File: src/hw/stepper_pkg.sv
package stepper_pkg;

  // Command codes carried in the header byte
  localparam logic [7:0] cmd_coordinated_step = 8'h01;
  localparam logic [7:0] cmd_clk_divisor = 8'h02;
  localparam logic [7:0] cmd_motor_enable = 8'h0a;
  localparam logic [7:0] cmd_motorconfig = 8'h10;
  localparam logic [7:0] cmd_api_version = 8'hfe;

  // Firmware interface version
  localparam logic [7:0] version_major = 8'd0;
  localparam logic [7:0] version_minor = 8'd1;
  localparam logic [7:0] version_patch = 8'd3;

  // Power-up configuration
  localparam logic [2:0] reset_microsteps = 3'd2;
  localparam logic [7:0] reset_current = 8'd140;
  localparam logic [7:0] reset_clock_divisor = 8'd40;

  // Number of move slots between decoder and DDA
  localparam int move_buffer_depth = 2;

  // One SPI word, read as a header on the first word of a message
  // and as raw data on every payload word
  typedef union packed {
    struct packed {
      logic [7:0] cmd;
      logic [55:0] arg;
    } header;
    logic [63:0] raw;
  } spi_word_t;

endpackage

File: src/hw/spi_word.sv
`timescale 1ns/1ns

module spi_word (
  input logic CLK,
  input logic resetn,
  input logic sck,
  input logic cs,
  input logic copi,
  input stepper_pkg::spi_word_t reply_data,
  output logic cipo,
  output stepper_pkg::spi_word_t word_data,
  output logic word_strobe
);

  // Two sync stages plus one history stage for edge detection
  logic [2:0] sck_q;
  logic [2:0] cs_q;
  logic [1:0] copi_q;

  logic sck_rise;
  logic sck_fall;
  logic cs_rise;
  logic cs_fall;
  logic cs_active;

  logic [63:0] rx_shift;
  logic [63:0] tx_shift;
  logic [1:0] rise_dly;

  assign sck_rise = sck_q[1] & ~sck_q[2];
  assign sck_fall = ~sck_q[1] & sck_q[2];
  assign cs_rise = cs_q[1] & ~cs_q[2];
  assign cs_fall = ~cs_q[1] & cs_q[2];
  assign cs_active = ~cs_q[1];

  // MSB of the outgoing word is always on the pin
  assign cipo = tx_shift[63];

  always_ff @(posedge CLK) begin
    if (!resetn) begin
      sck_q <= 3'b000;
      cs_q <= 3'b111;
      copi_q <= 2'b00;
    end else begin
      sck_q <= {sck_q[1:0], sck};
      cs_q <= {cs_q[1:0], cs};
      copi_q <= {copi_q[0], copi};
    end
  end

  // Receive side, mode 0 samples on the rising sck edge
  always_ff @(posedge CLK) begin
    if (cs_active && sck_rise) begin
      rx_shift <= {rx_shift[62:0], copi_q[1]};
    end
  end

  // Transmit side, reply captured when the host opens the word
  always_ff @(posedge CLK) begin
    if (!resetn) begin
      tx_shift <= '0;
    end else if (cs_fall) begin
      tx_shift <= reply_data.raw;
    end else if (cs_active && sck_fall) begin
      tx_shift <= {tx_shift[62:0], 1'b0};
    end
  end

  // Word handed over three cycles after cs is seen high again
  always_ff @(posedge CLK) begin
    if (!resetn) begin
      rise_dly <= 2'b00;
      word_strobe <= 1'b0;
    end else begin
      rise_dly <= {rise_dly[0], cs_rise};
      word_strobe <= rise_dly[1];
    end
  end

  always_ff @(posedge CLK) begin
    if (rise_dly[1]) begin
      word_data.raw <= rx_shift;
    end
  end

  // Each sck phase lasts at least four CLK cycles
  a_sck_phase : assert property (
    @(posedge CLK) disable iff (!resetn)
    (sck_rise || sck_fall) |=> !(sck_rise || sck_fall) [*3]
  );

endmodule

File: src/hw/command_decoder.sv
`timescale 1ns/1ns

module command_decoder #(
  parameter int motor_count = 2,
  parameter int move_duration_bits = 32
) (
  input logic CLK,
  input logic resetn,
  input stepper_pkg::spi_word_t word_data,
  input logic word_strobe,
  input logic move_index,
  input logic signed [31:0] step_count [motor_count],
  output stepper_pkg::spi_word_t reply_data,
  output logic [motor_count-1:0] enable,
  output logic [2:0] microsteps,
  output logic [7:0] current,
  output logic [7:0] clock_divisor,
  output logic [stepper_pkg::move_buffer_depth-1:0] stepready,
  output logic [move_duration_bits-1:0] slot_duration [stepper_pkg::move_buffer_depth],
  output logic [motor_count-1:0] slot_dir [stepper_pkg::move_buffer_depth],
  output logic signed [63:0] slot_increment [stepper_pkg::move_buffer_depth][motor_count],
  output logic signed [63:0] slot_incrementincrement
    [stepper_pkg::move_buffer_depth][motor_count]
);

  // Header, duration, then two words per axis
  localparam logic [7:0] last_word = 8'(2 * motor_count + 1);
  localparam int pending_bits = $clog2(stepper_pkg::move_buffer_depth + 1);

  logic [7:0] msg_header;
  logic [7:0] word_count;
  logic write_slot;
  logic signed [31:0] snap [motor_count];

  logic in_message;
  logic header_word;
  logic move_header;
  logic move_word;
  logic move_commit;

  // Multi-word commands keep the header until their last word
  assign in_message = (msg_header == stepper_pkg::cmd_coordinated_step) ||
                      (msg_header == stepper_pkg::cmd_api_version);
  assign header_word = word_strobe && !in_message;
  assign move_header = header_word &&
                       (word_data.header.cmd == stepper_pkg::cmd_coordinated_step);
  assign move_word = word_strobe && (msg_header == stepper_pkg::cmd_coordinated_step);
  assign move_commit = move_word && (word_count == last_word);

  always_ff @(posedge CLK) begin
    if (!resetn) begin
      msg_header <= 8'd0;
      word_count <= 8'd0;
      write_slot <= 1'b0;
      stepready <= '0;
      reply_data.raw <= '0;
      enable <= '0;
      microsteps <= stepper_pkg::reset_microsteps;
      current <= stepper_pkg::reset_current;
      clock_divisor <= stepper_pkg::reset_clock_divisor;
    end else if (word_strobe) begin
      reply_data.raw <= '0;
      if (!in_message) begin
        msg_header <= word_data.header.cmd;
        word_count <= 8'd1;
        case (word_data.header.cmd)
          stepper_pkg::cmd_motor_enable: begin
            enable <= word_data.header.arg[motor_count-1:0];
          end
          stepper_pkg::cmd_motorconfig: begin
            current <= word_data.header.arg[15:8];
            microsteps <= word_data.header.arg[2:0];
          end
          stepper_pkg::cmd_clk_divisor: begin
            clock_divisor <= word_data.header.arg[7:0];
          end
          stepper_pkg::cmd_api_version: begin
            reply_data.raw[23:0] <= {stepper_pkg::version_major,
                                     stepper_pkg::version_minor,
                                     stepper_pkg::version_patch};
          end
          default: begin
            reply_data.raw <= '0;
          end
        endcase
      end else if (msg_header == stepper_pkg::cmd_coordinated_step) begin
        word_count <= word_count + 8'd1;
        // Snapshots go back while the host streams the axis words
        if (word_count == 8'd1) begin
          reply_data.raw <= 64'(snap[0]);
        end
        for (int k = 0; k < motor_count - 1; k++) begin
          if (word_count == 8'(2 * k + 3)) begin
            reply_data.raw <= 64'(snap[k+1]);
          end
        end
        if (move_commit) begin
          stepready[write_slot] <= ~stepready[write_slot];
          write_slot <= write_slot + 1'b1;
          msg_header <= 8'd0;
          word_count <= 8'd0;
        end
      end else begin
        // Trailing word of API version
        msg_header <= 8'd0;
        word_count <= 8'd0;
      end
    end
  end

  // Slot contents and encoder snapshots
  always_ff @(posedge CLK) begin
    if (move_header) begin
      slot_dir[write_slot] <= word_data.header.arg[motor_count-1:0];
      for (int k = 0; k < motor_count; k++) begin
        snap[k] <= step_count[k];
      end
    end
    if (move_word) begin
      if (word_count == 8'd1) begin
        slot_duration[write_slot] <= word_data.raw[move_duration_bits-1:0];
      end
      for (int k = 0; k < motor_count; k++) begin
        if (word_count == 8'(2 * k + 2)) begin
          slot_increment[write_slot][k] <= word_data.raw;
        end
        if (word_count == 8'(2 * k + 3)) begin
          slot_incrementincrement[write_slot][k] <= word_data.raw;
        end
      end
    end
  end

  // Moves queued but not yet retired by the DDA
  logic [pending_bits-1:0] pending;
  logic move_index_q;
  logic slot_retired;

  assign slot_retired = move_index != move_index_q;

  always_ff @(posedge CLK) begin
    if (!resetn) begin
      pending <= '0;
      move_index_q <= 1'b0;
    end else begin
      move_index_q <= move_index;
      case ({move_commit, slot_retired})
        2'b10: pending <= pending + 1'b1;
        2'b01: pending <= pending - 1'b1;
        default: pending <= pending;
      endcase
    end
  end

  a_no_overrun : assert property (
    @(posedge CLK) disable iff (!resetn)
    move_header |-> (pending < pending_bits'(stepper_pkg::move_buffer_depth))
  );

endmodule

File: src/hw/dda_fsm.sv
`timescale 1ns/1ns

module dda_fsm #(
  parameter int move_duration_bits = 32
) (
  input logic CLK,
  input logic resetn,
  input logic [7:0] clock_divisor,
  input logic [stepper_pkg::move_buffer_depth-1:0] stepready,
  input logic [move_duration_bits-1:0] slot_duration [stepper_pkg::move_buffer_depth],
  output logic dda_tick,
  output logic loading_move,
  output logic executing_move,
  output logic move_done,
  output logic buffer_dtr,
  output logic move_index
);

  localparam logic [1:0] st_idle = 2'd0;
  localparam logic [1:0] st_load = 2'd1;
  localparam logic [1:0] st_exec = 2'd2;
  localparam logic [1:0] st_done = 2'd3;

  logic [1:0] state;
  logic [7:0] div_cnt;
  logic [stepper_pkg::move_buffer_depth-1:0] consumed;
  logic [move_duration_bits-1:0] ticks_left;

  logic next_index;
  logic slot_full;
  logic next_full;

  assign next_index = move_index + 1'b1;
  // Toggle pair differs while the decoder has a move waiting
  assign slot_full = stepready[move_index] != consumed[move_index];
  assign next_full = stepready[next_index] != consumed[next_index];
  assign buffer_dtr = ~&(stepready ^ consumed);

  assign loading_move = state == st_load;
  assign executing_move = state == st_exec;
  assign move_done = state == st_done;

  // Free-running tick, once per clock_divisor cycles
  always_ff @(posedge CLK) begin
    if (!resetn) begin
      div_cnt <= 8'd0;
      dda_tick <= 1'b0;
    end else if (div_cnt >= clock_divisor - 8'd1) begin
      div_cnt <= 8'd0;
      dda_tick <= 1'b1;
    end else begin
      div_cnt <= div_cnt + 8'd1;
      dda_tick <= 1'b0;
    end
  end

  always_ff @(posedge CLK) begin
    if (!resetn) begin
      state <= st_idle;
      consumed <= '0;
      move_index <= 1'b0;
      ticks_left <= '0;
    end else begin
      case (state)
        st_idle: begin
          if (slot_full) begin
            state <= st_load;
          end
        end
        st_load: begin
          ticks_left <= slot_duration[move_index];
          state <= (slot_duration[move_index] == '0) ? st_done : st_exec;
        end
        st_exec: begin
          if (dda_tick) begin
            ticks_left <= ticks_left - 1'b1;
            if (ticks_left == move_duration_bits'(1)) begin
              state <= st_done;
            end
          end
        end
        default: begin
          // Release the slot and chain straight into the next move
          consumed[move_index] <= ~consumed[move_index];
          move_index <= next_index;
          state <= next_full ? st_load : st_idle;
        end
      endcase
    end
  end

  // Slot in play stays full until the DDA releases it
  a_slot_held : assert property (
    @(posedge CLK) disable iff (!resetn) (loading_move || executing_move) |-> slot_full
  );

endmodule

File: src/hw/dda_timer.sv
`timescale 1ns/1ns

module dda_timer (
  input logic CLK,
  input logic resetn,
  input logic dda_tick,
  input logic loading_move,
  input logic executing_move,
  input logic signed [63:0] increment,
  input logic signed [63:0] incrementincrement,
  output logic step
);

  logic [63:0] position;
  logic signed [63:0] velocity;
  logic [64:0] position_sum;

  // Carry out of the accumulator marks one step
  assign position_sum = {1'b0, position} + {1'b0, velocity};

  always_ff @(posedge CLK) begin
    if (loading_move) begin
      position <= '0;
      velocity <= increment;
    end else if (dda_tick && executing_move) begin
      position <= position_sum[63:0];
      velocity <= velocity + incrementincrement;
    end
  end

  // Pulse held for one full tick period
  always_ff @(posedge CLK) begin
    if (!resetn) begin
      step <= 1'b0;
    end else if (dda_tick) begin
      step <= executing_move & position_sum[64];
    end
  end

endmodule

File: src/hw/step_encoder.sv
`timescale 1ns/1ns

module step_encoder (
  input logic CLK,
  input logic resetn,
  input logic step,
  input logic dir,
  output logic signed [31:0] count
);

  logic step_q;
  logic step_rise;

  assign step_rise = step & ~step_q;

  always_ff @(posedge CLK) begin
    if (!resetn) begin
      step_q <= 1'b0;
      count <= '0;
    end else begin
      step_q <= step;
      // dir high counts forward
      if (step_rise) begin
        count <= dir ? count + 32'sd1 : count - 32'sd1;
      end
    end
  end

endmodule

File: src/hw/stepper_top.sv
`timescale 1ns/1ns

module stepper_top #(
  parameter int motor_count = 2,
  parameter int move_duration_bits = 32
) (
  input logic CLK,
  input logic resetn,
  input logic sck,
  input logic cs,
  input logic copi,
  output logic cipo,
  output logic [motor_count-1:0] step,
  output logic [motor_count-1:0] dir,
  output logic [motor_count-1:0] enable,
  output logic [2:0] microsteps,
  output logic [7:0] current,
  output logic buffer_dtr,
  output logic move_done
);

  localparam int depth = stepper_pkg::move_buffer_depth;

  stepper_pkg::spi_word_t word_data;
  stepper_pkg::spi_word_t reply_data;
  logic word_strobe;

  logic [7:0] clock_divisor;
  logic [depth-1:0] stepready;
  logic [move_duration_bits-1:0] slot_duration [depth];
  logic [motor_count-1:0] slot_dir [depth];
  logic signed [63:0] slot_increment [depth][motor_count];
  logic signed [63:0] slot_incrementincrement [depth][motor_count];

  logic move_index;
  logic dda_tick;
  logic loading_move;
  logic executing_move;
  logic signed [31:0] step_count [motor_count];

  // Direction follows the move being played
  assign dir = slot_dir[move_index];

  spi_word spi_word_inst (
    .CLK(CLK),
    .resetn(resetn),
    .sck(sck),
    .cs(cs),
    .copi(copi),
    .reply_data(reply_data),
    .cipo(cipo),
    .word_data(word_data),
    .word_strobe(word_strobe)
  );

  command_decoder #(
    .motor_count(motor_count),
    .move_duration_bits(move_duration_bits)
  ) command_decoder_inst (
    .CLK(CLK),
    .resetn(resetn),
    .word_data(word_data),
    .word_strobe(word_strobe),
    .move_index(move_index),
    .step_count(step_count),
    .reply_data(reply_data),
    .enable(enable),
    .microsteps(microsteps),
    .current(current),
    .clock_divisor(clock_divisor),
    .stepready(stepready),
    .slot_duration(slot_duration),
    .slot_dir(slot_dir),
    .slot_increment(slot_increment),
    .slot_incrementincrement(slot_incrementincrement)
  );

  dda_fsm #(
    .move_duration_bits(move_duration_bits)
  ) dda_fsm_inst (
    .CLK(CLK),
    .resetn(resetn),
    .clock_divisor(clock_divisor),
    .stepready(stepready),
    .slot_duration(slot_duration),
    .dda_tick(dda_tick),
    .loading_move(loading_move),
    .executing_move(executing_move),
    .move_done(move_done),
    .buffer_dtr(buffer_dtr),
    .move_index(move_index)
  );

  // One DDA timer and one step counter per axis
  for (genvar i = 0; i < motor_count; i++) begin : axis_gen
    dda_timer dda_timer_inst (
      .CLK(CLK),
      .resetn(resetn),
      .dda_tick(dda_tick),
      .loading_move(loading_move),
      .executing_move(executing_move),
      .increment(slot_increment[move_index][i]),
      .incrementincrement(slot_incrementincrement[move_index][i]),
      .step(step[i])
    );

    step_encoder step_encoder_inst (
      .CLK(CLK),
      .resetn(resetn),
      .step(step[i]),
      .dir(dir[i]),
      .count(step_count[i])
    );
  end

endmodule

File: config.mk
export PLATFORM = sky130hd
export DESIGN_NAME = stepper_top
export DESIGN_NICKNAME = d
export VERILOG_FILES = /design/src/hw/stepper_pkg.sv /design/src/hw/spi_word.sv /design/src/hw/command_decoder.sv /design/src/hw/dda_fsm.sv /design/src/hw/dda_timer.sv /design/src/hw/step_encoder.sv /design/src/hw/stepper_top.sv
export SDC_FILE = /design/constraint.sdc
export NUM_CORES = 2
export LEC_CHECK = 0
export BUFFER_PORTS_ARGS = -buffer_cell sky130_fd_sc_hd__buf_2
export CORE_ASPECT_RATIO = 1.5
export CORE_MARGIN = 8
export CORE_UTILIZATION = 54
export DETAILED_ROUTE_END_ITERATION = 16
export PLACE_DENSITY = 0.8
export SLEW_MARGIN = 20
export SYNTH_ARGS = -nofsm -noshare
export SYNTH_HDL_FRONTEND = slang
export SYNTH_SLANG_ARGS = --single-unit
File: constraint.sdc
create_clock -name CLK -period 7.1 [get_ports CLK]
set_input_delay 0.355 -clock CLK [delete_from_list [all_inputs] [get_ports CLK]]
set_output_delay 0.355 -clock CLK [all_outputs]
set_load 0.05 [all_outputs]
==> run metrics <==
status finished, final reports clean; area delta synth->final 8.06%; DIE AREA 134000 µm²; total gr overflow 0; Yosys reg bits 1289; DR iter-0 viols 3704; post-CTS sizing 0; I/O Buffers 24; mapped cell area 65900 µm²; Slew Limit Fails 0; worst hold start resetn; worst-skew pair later-pin latency 0.74 ns; CTS clk-pin slew, worst paths 0.07 ns; initial antenna violation count 1; Worst Max-Slew Pin Slew 1.19 ns; Tmin final 5.65 ns; CTS root buf clkbuf_16; pre-CTS WS 1.64 ns; Critical Path End Type flip-flop; hold_buf cts 3; CP required 7.54 ns; pwr dens 297 nW/µm²; switch share 33.1%; IO Pins 25; Max Freq 0.177 GHz; Overall Power 21100 µW; Hold Crit Depth 3; reg2reg end axis_gen[1].dda_timer_inst.velocity[63]; Final WS setup 1.45 ns; Synthesized Nets 6427; most frequent cells after synthesis edfxtp_1 (900), a21oi_1 (567), nand2_1 (550), nor2_1 (438), dfxtp_1 (389); LEAKAGE 0.0257 µW; vias per cell 6.18; Max-slew headroom 18.9%; Min-Delay Path Class primary input to flip-flop; FILL cells 9597; starting density of the core 54.2%; R2R cell count 14; Setup Viol. Count Final 0; Distinct cells, synth 94; Num Clock Sinks 1289; clock skew 0.0290 ns; Post-DRT Antenna Nets 0; most frequent cell after synthesis edfxtp_1; # nets final 6310; Multi-input gate area 29600 µm²; Int Power 14100 µW; final HPWL from detailed placement 110 mm; Max IR drop VDD 0.315 mV; width of the chip 301 µm; vias in the first global route 47000; crit start category flip-flop; combinational group share of total power 27.5%; post-CTS setup buffer count 0; fin crit share 79.6%; Clock Power Share 30.0%; flop-to-flop setup slack 1.45 ns; Post-synth EDFFs 900; share of synthesized registers carrying an async set or reset 0%; sequential cell area 34800 µm²; Mapped Avg Cell Area 10.8 µm²; drt wl/cell 21.3 µm; RSZ-0062 raised after global routing no; Bufs on Longest Clock Path 3; layout cells sized above 1 8.60%; worst reg2reg path startpoint dda_fsm_inst.move_index; worst-path maximum fanout 146; first-pass GRT wire length 253 mm; Psw 6990 µW; routability congestion estimate 0.942; total detailed-routing wirelength 163 mm; largest net degree at the start of global routing 147; CTS tree yes; area share of the largest cell type after synthesis 41.0%; max cap viols 0; # rows 157; crit path kind flip-flop to flip-flop; final hold violation count 0; part of the Yosys area used for sequential elements 52.9%; crit path DAT 6.09 ns; gr usage total 23.5%; Vias 47300; die height 444 µm; Syn. warnings 0; Num CTS Buffers 112; TNS Setup 0 ns; Min-Delay Endpoint command_decoder_inst.microsteps[1]; top_reg_cell synth edfxtp_1; cell count after synthesis 6081; Synth area leader edfxtp_1; H-tree levels 3; largest cells by area after synthesis edfxtp_1 (41%), dfxtp_1 (12%), ha_1 (6.4%); Sequential Power Share 42.5%; Core Area 122000 µm²; First-pass DRT Iterations 6; # DRC 0
==> area by class of cell <==
cell class              count  share of cell area (%)
flip-flops and latches   1289                    48.9
multi-input cells        4385                    41.6
clock buffers             134                    4.17
well taps                1590                    2.80
clock inverters            73                    1.11
repair buffers             84                   0.858
inverters                  92                   0.499
diodes                      1                 0.00352
==> flip-flops by register name, indices dropped and copies added (netlist names), 3 cells and up <==
register / count
axis_gen.dda_timer_inst.position: 128
axis_gen.dda_timer_inst.velocity: 128
axis_gen.step_encoder_inst.count: 64
command_decoder_inst.clock_divisor: 8
command_decoder_inst.current: 8
command_decoder_inst.microsteps: 3
command_decoder_inst.msg_header: 8
command_decoder_inst.reply_data: 32
command_decoder_inst.slot_dir: 4
command_decoder_inst.slot_duration: 64
command_decoder_inst.slot_increment: 256
command_decoder_inst.slot_incrementincrement: 256
command_decoder_inst.snap: 64
command_decoder_inst.word_count: 8
dda_fsm_inst.div_cnt: 8
dda_fsm_inst.ticks_left: 32
spi_word_inst.cs_q: 3
spi_word_inst.rx_shift: 64
spi_word_inst.sck_q: 3
spi_word_inst.tx_shift: 64
spi_word_inst.word_data: 64
==> layout by cell type (no fill, tap or decap), drive strengths merged, types with 14 or more instances in the layout <==
master	count
edfxtp	900
a21oi	573
nand2	550
nor2	439
dfxtp	389
ha	335
o21ai	327
and2	293
a21o	208
mux2	176
xnor2	173
mux2i	157
clkbuf	134
a211oi	132
xor2	130
inv	104
nand3	95
buf	81
nor3	71
o21bai	56
nand4	55
nand2b	48
and3	48
nor2b	43
a31oi	41
o21a	39
clkinv	38
or3	34
nor4	33
o211ai	30
a222oi	27
o31ai	20
o22ai	14
a221oi	14
a2111oi	14
==> worst max-delay path: stages (launching register included) <==
cell	delay, ns
dfxtp_4	0.53
buf_12	0.57
mux2_2	0.44
ha_1	0.37
a21o_1	0.19
a21o_1	0.17
a21oi_1	0.23
o21ai_0	0.18
a2111oi_0	1.07
o311ai_1	0.56
nand2_1	0.28
o211ai_1	0.12
a21oi_1	0.18
xnor2_1	0.13
o21ai_0	0.09
==> worst max path at each step <==
stage / start / end / cells past startpoint
floorplan: command_decoder_inst.word_count[3] / command_decoder_inst.slot_incrementincrement[0] / 4
global placement: dda_fsm_inst.move_index / axis_gen[1].dda_timer_inst.velocity[63] / 14
detailed placement: dda_fsm_inst.move_index / axis_gen[1].dda_timer_inst.velocity[63] / 14
CTS: dda_fsm_inst.move_index / axis_gen[1].dda_timer_inst.velocity[63] / 14
global route: dda_fsm_inst.move_index / axis_gen[0].dda_timer_inst.velocity[62] / 14
finish: dda_fsm_inst.move_index / axis_gen[1].dda_timer_inst.velocity[63] / 14
==> power by group through the flow <==
stage                     sequential (µW)  clock (µW)  combinational [µW]
after CTS                            8970        6420                5710
after detailed placement             9120           0                5670
after global routing                 9010        6680                6390
after global placement               9120           0                5530
final                                8980        6340                5800
after floorplan                      9000           0                4330
==> metal layers <==
metal	wire length (µm)	global-route usage, %	share of wire [%]
met1	62800	27.6	38
met2	83300	42.0	51
met3	8640	2.45	5.3
met4	8500	12.3	5.2
met5	0	0	0
==> stage by stage <==
step,util [%],area [µm²],cells,hold WS [ns]
after detailed placement,55.4,67400,7436,0.395
after CTS,58.5,71100,7646,0.158
after floorplan,-,65900,6081,0.386
final,58.5,71200,7648,0.197
after global routing,58.5,71200,7647,0.185
after global placement,55.4,67400,7436,0.392
==> kinds of logic (layout without fill, tap and decap cells) <==
family,Yosys count,count (layout),share of synthesized area [%]
AO/OA/AOI/OAI,1640,1640,15.9
flip-flops,1289,1289,52.9
other,0,1,0
AND/OR/NAND/NOR,1768,1768,12.9
XOR/XNOR,303,303,4.03
buffers and inverters,407,383,2.38
adder cells (fa/ha/maj),341,341,6.55
multiplexers,333,333,5.40
(Power assumes the default switching activity.)
